[config.mk]
export PLATFORM = sky130hd
export DESIGN_NAME = execUnit
export DESIGN_NICKNAME = d
export VERILOG_FILES = /design/src/hw/aluPkg.sv /design/src/hw/isaPkg.sv /design/src/hw/divUnit.sv /design/src/hw/execUnit.sv /design/src/hw/intOps.sv /design/src/hw/mulUnit.sv
export VERILOG_INCLUDE_DIRS = /design/src /design/src/hw
export SDC_FILE = /design/constraint.sdc
export NUM_CORES = 2
export LEC_CHECK = 0
export ABC_AREA = 1
export BUFFER_PORTS_ARGS = -buffer_cell sky130_fd_sc_hd__buf_2
export CORE_MARGIN = 4
export CORE_UTILIZATION = 42
export CTS_BUF_LIST = sky130_fd_sc_hd__clkbuf_8 sky130_fd_sc_hd__clkbuf_16
export DETAILED_ROUTE_END_ITERATION = 16
export GPL_ROUTABILITY_DRIVEN = 1
export GPL_TIMING_DRIVEN = 0
export SYNTH_ARGS = -nofsm -noshare
export SYNTH_HDL_FRONTEND = slang
export SYNTH_HIERARCHICAL = 1
export SYNTH_SLANG_ARGS = --single-unit
[constraint.sdc]
create_clock -name CLK -period 3.88 [get_ports CLK]
set_input_delay 0.194 -clock CLK [delete_from_list [all_inputs] [get_ports CLK]]
set_output_delay 0.194 -clock CLK [all_outputs]
set_load 0.005 [all_outputs]
[src/hw/alu_consts.svh]
`ifndef ALU_CONSTS_SVH
`define ALU_CONSTS_SVH

// Datapath width
`define XLEN 32

// One divider iteration per quotient bit
`define DIV_STEPS `XLEN

`endif

[src/hw/aluPkg.sv]
`default_nettype none

package aluPkg;

	// Which unit an operation goes to
	typedef enum logic [2:0] {
		clsAlu    = 3'd0,
		clsMul    = 3'd1,
		clsDiv    = 3'd2,
		clsBranch = 3'd3
	} opClassT;

endpackage

`default_nettype wire

[src/hw/isaPkg.sv]
`default_nettype none

package isaPkg;

	// RV32I register-register funct3
	typedef enum logic [2:0] {
		aluAddSub = 3'b000,
		aluSll    = 3'b001,
		aluSlt    = 3'b010,
		aluSltu   = 3'b011,
		aluXor    = 3'b100,
		aluSrlSra = 3'b101,
		aluOr     = 3'b110,
		aluAnd    = 3'b111
	} aluF3T;

	// Conditional branches
	typedef enum logic [2:0] {
		beq  = 3'b000,
		bne  = 3'b001,
		blt  = 3'b100,
		bge  = 3'b101,
		bltu = 3'b110,
		bgeu = 3'b111
	} brF3T;

	// M extension, multiply half
	typedef enum logic [2:0] {
		mul    = 3'b000,
		mulh   = 3'b001,
		mulhsu = 3'b010,
		mulhu  = 3'b011
	} mulF3T;

	// M extension, divide half
	typedef enum logic [2:0] {
		div  = 3'b100,
		divu = 3'b101,
		rem  = 3'b110,
		remu = 3'b111
	} divF3T;

endpackage

`default_nettype wire

[src/hw/divUnit.sv]
`timescale 1ns/1ps
`default_nettype none

`include "alu_consts.svh"

module divUnit (
	input  logic             CLK,
	input  logic             rst_n,
	input  logic             start,
	input  isaPkg::divF3T    funct3,
	input  logic [`XLEN-1:0] dividend,
	input  logic [`XLEN-1:0] divisor,
	input  logic             ack,
	output logic             busy,
	output logic             done,
	output logic [`XLEN-1:0] quotientOrRem,
	output logic             divByZero
);

	localparam int Msb  = `XLEN - 1;
	localparam int CntW = $clog2(`DIV_STEPS + 1);

	logic            running;
	logic [CntW-1:0] count;
	logic            isSigned;
	logic            negA;
	logic            negB;
	logic [Msb:0]    absA;
	logic [Msb:0]    absB;
	logic [Msb:0]    quoAcc;
	logic [Msb:0]    remAcc;
	logic [Msb:0]    den;
	logic            wantRem;
	logic            negQuo;
	logic            negRem;
	logic [`XLEN:0]  partial;
	logic            fits;

	assign isSigned = funct3 == isaPkg::div || funct3 == isaPkg::rem;
	assign negA = isSigned && dividend[Msb];
	assign negB = isSigned && divisor[Msb];
	assign absA = negA ? -dividend : dividend;
	assign absB = negB ? -divisor : divisor;

	// Next dividend bit shifted into the partial remainder
	assign partial = {remAcc, quoAcc[Msb]};
	assign fits = partial >= {1'b0, den};

	// Held busy until the result is taken
	assign busy = running || done;

	always_ff @(posedge CLK or negedge rst_n) begin
		if (!rst_n) begin
			running <= 1'b0;
			done    <= 1'b0;
			count   <= '0;
		end else if (start && !busy) begin
			running <= 1'b1;
			count   <= CntW'(`DIV_STEPS);
		end else if (running) begin
			if (count != '0) begin
				count <= count - 1'b1;
			end else begin
				running <= 1'b0;
				done    <= 1'b1;
			end
		end else if (done && ack) begin
			done <= 1'b0;
		end
	end

	always_ff @(posedge CLK) begin
		if (start && !busy) begin
			quoAcc    <= absA;
			remAcc    <= '0;
			den       <= absB;
			wantRem   <= funct3 == isaPkg::rem || funct3 == isaPkg::remu;
			// Zero divisor keeps the all-ones quotient
			negQuo    <= (negA ^ negB) && divisor != '0;
			negRem    <= negA;
			divByZero <= divisor == '0;
		end else if (running) begin
			if (count != '0) begin
				remAcc <= fits ? partial[Msb:0] - den : partial[Msb:0];
				quoAcc <= {quoAcc[Msb-1:0], fits};
			end else if (wantRem) begin
				quotientOrRem <= negRem ? -remAcc : remAcc;
			end else begin
				quotientOrRem <= negQuo ? -quoAcc : quoAcc;
			end
		end
	end

	assert property (@(posedge CLK) disable iff (!rst_n) busy |-> !start)
		else $error("divUnit started while busy");

	assert property (@(posedge CLK) disable iff (!rst_n) done && !ack |=> done)
		else $error("divUnit dropped done without ack");

endmodule

`default_nettype wire

[src/hw/execUnit.sv]
`timescale 1ns/1ps
`default_nettype none

`include "alu_consts.svh"

module execUnit (
	input  logic             CLK,
	input  logic             rst_n,
	input  logic             inValid,
	output logic             inReady,
	input  aluPkg::opClassT  opClass,
	input  logic [2:0]       funct3,
	input  logic             altOp,
	input  logic [`XLEN-1:0] rs1,
	input  logic [`XLEN-1:0] rs2,
	output logic             outValid,
	input  logic             outReady,
	output logic [`XLEN-1:0] result,
	output logic             branchTaken,
	output logic             overflow,
	output logic             divByZero
);

	logic             selAlu;
	logic             selMul;
	logic             selDiv;
	logic             selBranch;
	logic             accept;
	logic             regFree;
	logic             loadOp;
	logic [`XLEN-1:0] aluResult;
	logic             aluOvf;
	logic             aluTaken;
	logic [`XLEN-1:0] product;
	logic             divStart;
	logic             divBusy;
	logic             divDone;
	logic             divAck;
	logic [`XLEN-1:0] divResult;
	logic             divZero;

	// Class code to unit enables
	always_comb begin
		selAlu    = 1'b0;
		selMul    = 1'b0;
		selDiv    = 1'b0;
		selBranch = 1'b0;
		case (opClass)
			aluPkg::clsAlu:    selAlu = 1'b1;
			aluPkg::clsMul:    selMul = 1'b1;
			aluPkg::clsDiv:    selDiv = 1'b1;
			aluPkg::clsBranch: selBranch = 1'b1;
			default:           selAlu = 1'b0;
		endcase
	end

	assign regFree  = !outValid || outReady;
	assign inReady  = regFree && !divBusy;
	assign accept   = inValid && inReady;
	assign loadOp   = accept && (selAlu || selMul || selBranch);
	assign divStart = accept && selDiv;
	// Divider owns the output register once it finishes
	assign divAck   = divDone && regFree;

	intOps uIntOps (
		.funct3      (isaPkg::aluF3T'(funct3)),
		.altOp       (altOp),
		.isBranch    (selBranch),
		.rs1         (rs1),
		.rs2         (rs2),
		.aluResult   (aluResult),
		.overflow    (aluOvf),
		.branchTaken (aluTaken)
	);

	mulUnit uMulUnit (
		.funct3  (isaPkg::mulF3T'(funct3)),
		.rs1     (rs1),
		.rs2     (rs2),
		.product (product)
	);

	divUnit uDivUnit (
		.CLK           (CLK),
		.rst_n         (rst_n),
		.start         (divStart),
		.funct3        (isaPkg::divF3T'(funct3)),
		.dividend      (rs1),
		.divisor       (rs2),
		.ack           (divAck),
		.busy          (divBusy),
		.done          (divDone),
		.quotientOrRem (divResult),
		.divByZero     (divZero)
	);

	always_ff @(posedge CLK or negedge rst_n) begin
		if (!rst_n) begin
			outValid <= 1'b0;
		end else if (loadOp || divAck) begin
			outValid <= 1'b1;
		end else if (outReady) begin
			outValid <= 1'b0;
		end
	end

	always_ff @(posedge CLK) begin
		if (loadOp) begin
			result      <= selMul ? product : aluResult;
			branchTaken <= aluTaken;
			overflow    <= selAlu && aluOvf;
			divByZero   <= 1'b0;
		end else if (divAck) begin
			result      <= divResult;
			branchTaken <= 1'b0;
			overflow    <= 1'b0;
			divByZero   <= divZero;
		end
	end

	assert property (@(posedge CLK) disable iff (!rst_n)
		outValid && !outReady |=> outValid && $stable(result) && $stable(branchTaken)
			&& $stable(overflow) && $stable(divByZero))
		else $error("execUnit output changed under back-pressure");

	// No new operation while a division is in flight
	assert property (@(posedge CLK) disable iff (!rst_n) divStart |=> !inReady)
		else $error("execUnit ready right after a division started");

endmodule

`default_nettype wire

[src/hw/intOps.sv]
`timescale 1ns/1ps
`default_nettype none

`include "alu_consts.svh"

module intOps (
	input  isaPkg::aluF3T    funct3,
	input  logic             altOp,
	input  logic             isBranch,
	input  logic [`XLEN-1:0] rs1,
	input  logic [`XLEN-1:0] rs2,
	output logic [`XLEN-1:0] aluResult,
	output logic             overflow,
	output logic             branchTaken
);

	localparam int Msb = `XLEN - 1;

	logic           doSub;
	logic [Msb:0]   opB;
	logic [`XLEN:0] sum;
	logic           addOvf;
	logic           ltSigned;
	logic           ltUnsigned;
	logic           isEqual;
	logic [4:0]     shamt;
	logic [Msb:0]   shiftRight;
	isaPkg::brF3T   brCode;

	// Compares and branches always subtract
	assign doSub = isBranch
		|| (funct3 == isaPkg::aluAddSub && altOp)
		|| funct3 == isaPkg::aluSlt
		|| funct3 == isaPkg::aluSltu;

	// Single carry chain, invert and carry in for subtract
	assign opB = rs2 ^ {`XLEN{doSub}};
	assign sum = {1'b0, rs1} + {1'b0, opB} + {{`XLEN{1'b0}}, doSub};

	assign addOvf = (rs1[Msb] == opB[Msb]) && (sum[Msb] != rs1[Msb]);

	// No carry out means a borrow
	assign ltUnsigned = !sum[`XLEN];
	assign ltSigned   = sum[Msb] ^ addOvf;
	assign isEqual    = sum[Msb:0] == '0;

	assign shamt = rs2[4:0];
	assign shiftRight = altOp ? `XLEN'($signed(rs1) >>> shamt) : rs1 >> shamt;

	assign brCode = isaPkg::brF3T'(funct3);

	always_comb begin
		aluResult = '0;
		if (!isBranch) begin
			case (funct3)
				isaPkg::aluAddSub: aluResult = sum[Msb:0];
				isaPkg::aluSll:    aluResult = rs1 << shamt;
				isaPkg::aluSlt:    aluResult = {{Msb{1'b0}}, ltSigned};
				isaPkg::aluSltu:   aluResult = {{Msb{1'b0}}, ltUnsigned};
				isaPkg::aluXor:    aluResult = rs1 ^ rs2;
				isaPkg::aluSrlSra: aluResult = shiftRight;
				isaPkg::aluOr:     aluResult = rs1 | rs2;
				isaPkg::aluAnd:    aluResult = rs1 & rs2;
				default:           aluResult = '0;
			endcase
		end
	end

	assign overflow = !isBranch && funct3 == isaPkg::aluAddSub && addOvf;

	always_comb begin
		branchTaken = 1'b0;
		if (isBranch) begin
			case (brCode)
				isaPkg::beq:  branchTaken = isEqual;
				isaPkg::bne:  branchTaken = !isEqual;
				isaPkg::blt:  branchTaken = ltSigned;
				isaPkg::bge:  branchTaken = !ltSigned;
				isaPkg::bltu: branchTaken = ltUnsigned;
				isaPkg::bgeu: branchTaken = !ltUnsigned;
				// 010 and 011 are not branches
				default:      branchTaken = 1'b0;
			endcase
		end
	end

endmodule

`default_nettype wire

[src/hw/mulUnit.sv]
`timescale 1ns/1ps
`default_nettype none

`include "alu_consts.svh"

module mulUnit (
	input  isaPkg::mulF3T    funct3,
	input  logic [`XLEN-1:0] rs1,
	input  logic [`XLEN-1:0] rs2,
	output logic [`XLEN-1:0] product
);

	localparam int Msb = `XLEN - 1;

	logic                       signA;
	logic                       signB;
	logic [`XLEN:0]             opA;
	logic [`XLEN:0]             opB;
	logic signed [2*`XLEN+1:0]  full;

	// mulhu is the only variant with unsigned rs1
	assign signA = funct3 != isaPkg::mulhu;
	assign signB = funct3 == isaPkg::mul || funct3 == isaPkg::mulh;

	// 33 bits cover both signed and unsigned operands
	assign opA = {signA & rs1[Msb], rs1};
	assign opB = {signB & rs2[Msb], rs2};

	assign full = $signed(opA) * $signed(opB);

	// Low word is the same for every signedness
	assign product = (funct3 == isaPkg::mul) ? full[Msb:0] : full[2*`XLEN-1:`XLEN];

endmodule

`default_nettype wire
### Yosys cells after proc, flatten, opt, wreduce, memory -nomap -nowiden

Index checks and enable logic that the tools add are counted.

* word-level logic and storage cells: 136
* input bits: 75
* flip-flop bits (word level): 176
* output and inout bits: 37

* reductions and logical operators: 47
* multipliers: 1
* multiplexer cells: 36
* shifts and indexed selects: 3
* equality and inequality tests: 14
* $lt $le $gt $ge: 1
* add/sub/neg operators: 8
* bitwise gates (word level): 10

Operator list (count)
* $mux W32: 15
* $pmux W32 S8: 1
* $neg A32 Y32: 4
* $logic_not A32 Y1: 2
* $mul A33 B33 Y64: 1
* $xor A32 B32 Y32: 2
* $add A32 B32 Y33: 1
* $add A33 B1 Y33: 1
* $ge A33 B32 Y1: 1
* $and A32 B32 Y32: 1
* $or A32 B32 Y32: 1
* $reduce_bool A32 Y1: 1
* $shl A32 B5 Y32: 1
* $shr A32 B5 Y32: 1
* $sshr A32 B5 Y32: 1
* $sub A32 B32 Y32: 1
* $mux W6: 3
* $mux W1: 16
* $logic_and A1 B1 Y1: 15
* $eq A3 B2 Y1 const B: 4
* $eq A3 B3 Y1 const B: 4
* $logic_or A1 B1 Y1: 11
* $reduce_bool A2 Y1: 5
* $eq A3 B1 Y1 const B: 2
* 14 further kinds: 25

### Depth between registers and ports, before layout

* word-level depth: 15
* gate-level depth with buffers: 39
* mapped depth without buffers: 39

### By module

Netlist, hierarchy kept.

By module, submodules not included
* mulUnit: cells an instance 5076, instances 1, area an instance 40072.2 µm², sequential area each 0.0 µm²
* divUnit: cells an instance 1797, instances 1, area an instance 11648.7 µm², sequential area each 3843.7 µm²
* intOps: cells an instance 1564, instances 1, area an instance 8159.1 µm², sequential area each 0.0 µm²
* execUnit: cells an instance 310, instances 1, area an instance 2389.8 µm², sequential area each 1066.0 µm²

### Worst setup path before layout

No wires, ideal clock.

* kind: input-to-reg
* from: input port rs1[31]
* to: register result[22], data pin
* path slack: -3.840 ns
* stages: 34
* buffers on the path: 2
* setup time: 0.255 ns
* data arrival time: 7.465 ns
* data required time: 3.625 ns
* path through: buf_2 > clkbuf_1 > nand2_1 > a31oi_1 > fa_1 > inv_1 > fa_1 > inv_1 > fa_1 > inv_1 > fa_1 > inv_1 > fa_1 > fa_1 > fa_1 > inv_1 > fa_1 > inv_1 > ha_1 > nand2_1 > nor2_1 > inv_1 > nor2_2 > inv_1 > nor4_2 > nand2_1 > nand3_1 > nand2_1 > nand3_1 > nand2_1 > nand4_1 > nand2_1 > nand2_1 > nand2_1

* elaborated cells between the ends (all ways): 11
* those cells by class: 1 x mul; 3 x shift; 6 x mux; 1 x bitwise

RTL lines
* start: declaration: line execUnit.sv:14 `` input logic [`XLEN-1:0] rs1, ``
* $and A1 B1 Y1: line mulUnit.sv:26 `assign opA = {signA & rs1[Msb], rs1};`
* $mul A33 B33 Y64 (*): line mulUnit.sv:29 `assign full = $signed(opA) * $signed(opB);`
* $mux W32 (*): line mulUnit.sv:32 `` assign product = (funct3 == isaPkg::mul) ? full[Msb:0] : full[2*`XLEN-1:`XLEN]; ``
* named net product[22]: line execUnit.sv:34 `` logic [`XLEN-1:0] product; ``
* $mux W32 (*): line execUnit.sv:109 `result <= selMul ? product : aluResult;`
* $mux W32 (*): line execUnit.sv:108 `if (loadOp) begin`
* end signal: assignment: line execUnit.sv:109
* end signal: assignment: line execUnit.sv:114 `result <= divResult;`
* end: declaration: line execUnit.sv:18 `` output logic [`XLEN-1:0] result, ``

Mark *: on every way through the listed nets, which the timed path passes. The rest lies on a longest branch.
A chain may end at the register's enable or synchronous reset.

### Worst setup path in the final report

* from: input port funct3[0]
* to: register result[31], data pin

* elaborated cells between the ends (all ways): 25
* those cells by class: 2 x add/sub; 1 x mul; 8 x eq/ne; 5 x mux; 3 x bitwise; 6 x reduce/logical

RTL lines
* start: declaration: line execUnit.sv:12 `input logic [2:0] funct3,`
* $eq A3 B1 Y1 or $logic_not A3 Y1 (tied branches): line mulUnit.sv:23, mulUnit.sv:32
* $logic_or A1 B1 Y1: line mulUnit.sv:23 `assign signB = funct3 == isaPkg::mul || funct3 == isaPkg::mulh;`
* $and A1 B1 Y1: line mulUnit.sv:27 `assign opB = {signB & rs2[Msb], rs2};`
* $mul A33 B33 Y64: line mulUnit.sv:29
* $mux W32 (*): line mulUnit.sv:32
* named net product[31]: line execUnit.sv:34
* $mux W32 (*): line execUnit.sv:109
* $mux W32 (*): line execUnit.sv:108

Marks and branches as above.

==> impl_metrics.json <==
{
  "design_area_um2": 74760,
  "clk_path_buf_depth": 2,
  "drc": 0,
  "ys_types": 66,
  "routedWlPerCell_um": 26.94,
  "synth_nets": 10300,
  "drt_iter0_drc": 6857,
  "cp_slowest_cell": "fa_2",
  "antenna_found_initial": 9,
  "grt_max_degree": 38,
  "viasPerCell": 5.529,
  "clock-sinks": 176,
  "yosysWarningCount": 6,
  "mostFrequentLayoutCells": "nand2_1, inv_1, fa_1, nor2_1, nand3_1",
  "fillers": 14710,
  "crit_type": "primary input to register",
  "finalHoldViolCount": 0,
  "cts-buffers-inserted": 17,
  "finClkSkew_ns": 0.01128,
  "setup_viol": 34,
  "holdWs_ns": 0.09009,
  "core_area_um2": 147500,
  "track_usage": 0.3829,
  "gp_congestion": 1.053,
  "setup_tns_ns": -112.50,
  "ys_ff_latch": 176,
  "status": "finished, violations left",
  "path_common_cell": "fa_2",
  "synthArstFlopShare": 0.05114,
  "drt_wl_total_um": 298100,
  "io_buffers": 110,
  "die_w_um": 393.0,
  "fin_ws_ns": -3.896,
  "grt_pass1_wl_um": 423500,
  "row_count": 141,
  "dieArea_um2": 154500,
  "cp.required_ns": 4.08,
  "fp.dieH_um": 393.0,
  "netlist_instances": 8747,
  "drive_above_1_share": 0.1663,
  "start_util": 0.4222,
  "final_common_cell": "nand2_1",
  "syn_area_um2": 62270,
  "path_max_fanout": 7,
  "h-tree-depth": 4,
  "dp_cells": 10790,
  "critPathCaptureType": "register",
  "layout.nets": 10670,
  "fin_cells": 11070,
  "tightest_slew_ns": 1.281,
  "timing.fmax_mhz": 128.6,
  "cp.buffers_inverters": 12,
  "synth-edff-count": 134,
  "slew_viol_final": 0,
  "ant_nets": 0,
  "period_minus_slack_ns": 7.776,
  "cp-start-kind": "primary input",
  "fin_crit_sh": 2.004,
  "synth_top_flop_cell": "edfxtp_1",
  "seq_area_frac_synth": 0.07885,
  "placed_area_um2": 67400,
  "critPathMaxStageDelay_ns": 0.73,
  "ios": 112,
  "path_clk_slew_ns": 0.07,
  "grt_setup_unrepaired": "true",
  "cap_violations": 0,
  "violations": "negative setup slack",
  "dp_hpwl_um": 247000,
  "vias": 61190,
  "clock_latency_ns": 0.45,
  "hp-class": "primary input to register",
  "firstDrtPassIters": 6,
  "slew_headroom": 0.1438,
  "overflow": 0,
  "worst-endpoint-arrival_ns": 7.98,
  "area_growth_pct": 20.05,
  "avgSynthCellArea_um2": 7.119,
  "grt_pass1_vias": 60930,
  "cts-root-buf": "clkbuf_16",
  "cp_top_family": "adder cells",
  "cts_tree": "built"
}
==> kinds of logic after synthesis <==
logic type / count (synthesis) / synth area share
and+or+nand+nor: 3593 / 0.2386
buffers and inverters: 2513 / 0.1537
adders and majority gates: 1476 / 0.4326
AOI/OAI and AO/OA: 859 / 0.07780
DFF: 176 / 0.07885
xor gates and xnor gates: 117 / 0.01646
muxes: 13 / 0.002090
==> final timing paths <==
kind	cells past startpoint	end	slack [ns]	from
worst min register to register	2	divByZero$_SDFFE_PN0P_	0.48	divByZero$_SDFFE_PN0P_
max in group asynchronous	2	uDivUnit/count[1]$_DFFE_PN0P_	3.55	rst_n
worst max register to register	11	uDivUnit/quoAcc[16]$_DFFE_PP_	0.33	uDivUnit/running$_DFF_PN0_
worst min-delay path	4	outValid$_DFFE_PN0P_	0.09	outReady
worst max-delay path	38	result[31]$_DFFE_PP_	-3.90	funct3[0]
min in group asynchronous	2	uDivUnit/running$_DFF_PN0_	0.14	rst_n
==> worst register-to-register path, delay by kind of cell, from the launching register on <==
| kind | cells | cell delay (ns) |
|---|---|---|
| buffers and inverters | 6 | 1.71 |
| flip-flops | 1 | 0.35 |
| AND/OR/NAND/NOR | 5 | 1.24 |
==> cell usage after synthesis, drive strengths merged, types with 7 or more instances <==
master | count | area (um2)
a21oi | 296 | 1526
a21o | 7 | 52.55
xnor2 | 35 | 306.5
dfxtp | 33 | 660.6
xor2 | 82 | 718.2
a31oi | 31 | 193.9
nand4 | 80 | 500.5
nor4 | 8 | 68.82
mux2i | 13 | 130.1
o211ai | 19 | 142.6
dfrtp | 9 | 225.2
nand3b | 25 | 187.7
o21ai | 376 | 1912
o2111ai | 16 | 140.1
buf | 79 | 431.7
edfxtp | 134 | 4024
nor3 | 71 | 416.7
inv | 2112 | 7928
o21bai | 51 | 382.9
o22ai | 13 | 81.33
nand3 | 353 | 1872
or2 | 30 | 187.7
nand2 | 2541 | 9661
ha | 348 | 4354
fa | 1128 | 22580
nor2 | 474 | 1893
a41oi | 7 | 61.31
o221ai | 8 | 70.07
clkbuf | 317 | 1190
==> stage by stage <==
step	utilization	setup WS, ns
global placement	0.4567	-6.149
CTS	0.4915	-3.826
finish	0.5069	-3.896
detailed placement	0.4570	-6.129
floorplan	-	-3.335
global route	0.5069	-4.148
==> final cells by class <==
| class | count | area (um2) | area share |
|---|---|---|---|
| multi-input combinational | 6058 | 51200 | 0.6849 |
| tap | 1930 | 2415 | 0.03230 |
| clock buffer | 17 | 425.4 | 0.005690 |
| buffer | 394 | 4247 | 0.05680 |
| inverter | 2117 | 8046 | 0.1076 |
| clock inverter | 15 | 172.7 | 0.002310 |
| timing repair buffer | 359 | 3339 | 0.04467 |
| antenna | 1 | 2.502 | 0.00003347 |
| sequential | 176 | 4910 | 0.06567 |
==> metal layers <==
layer  track usage  part of all wire  vias up
li1              -                 -    26820
met1        0.5078              0.40    30300
met2        0.5703              0.42     3325
met3        0.1214              0.12      735
met4        0.1768             0.061       16
met5             0           0.00037        -
==> sequential cells by signal, summed over array words and instances, names as in the netlist, 6 cells and up <==
name and cells:
uDivUnit/quotientOrRem 32, uDivUnit/den 32, uDivUnit/quoAcc 32, uDivUnit/remAcc 32
uDivUnit/count 6, result 32
==> timing repair <==
action                                 4_1_cts  5_1_grt
hold buffers                                 1        0
setup endpoints to repair                   34       34
buffers inserted                           136      109
gates cloned                                 1        1
pin swaps                                  235      236
endpoints found under the hold margin        9        0
resized for setup                          888      403
Power is left out: the tool's default activity adds up to more than one toggle a clock period on the data nets, which glitch-free logic cannot reach.
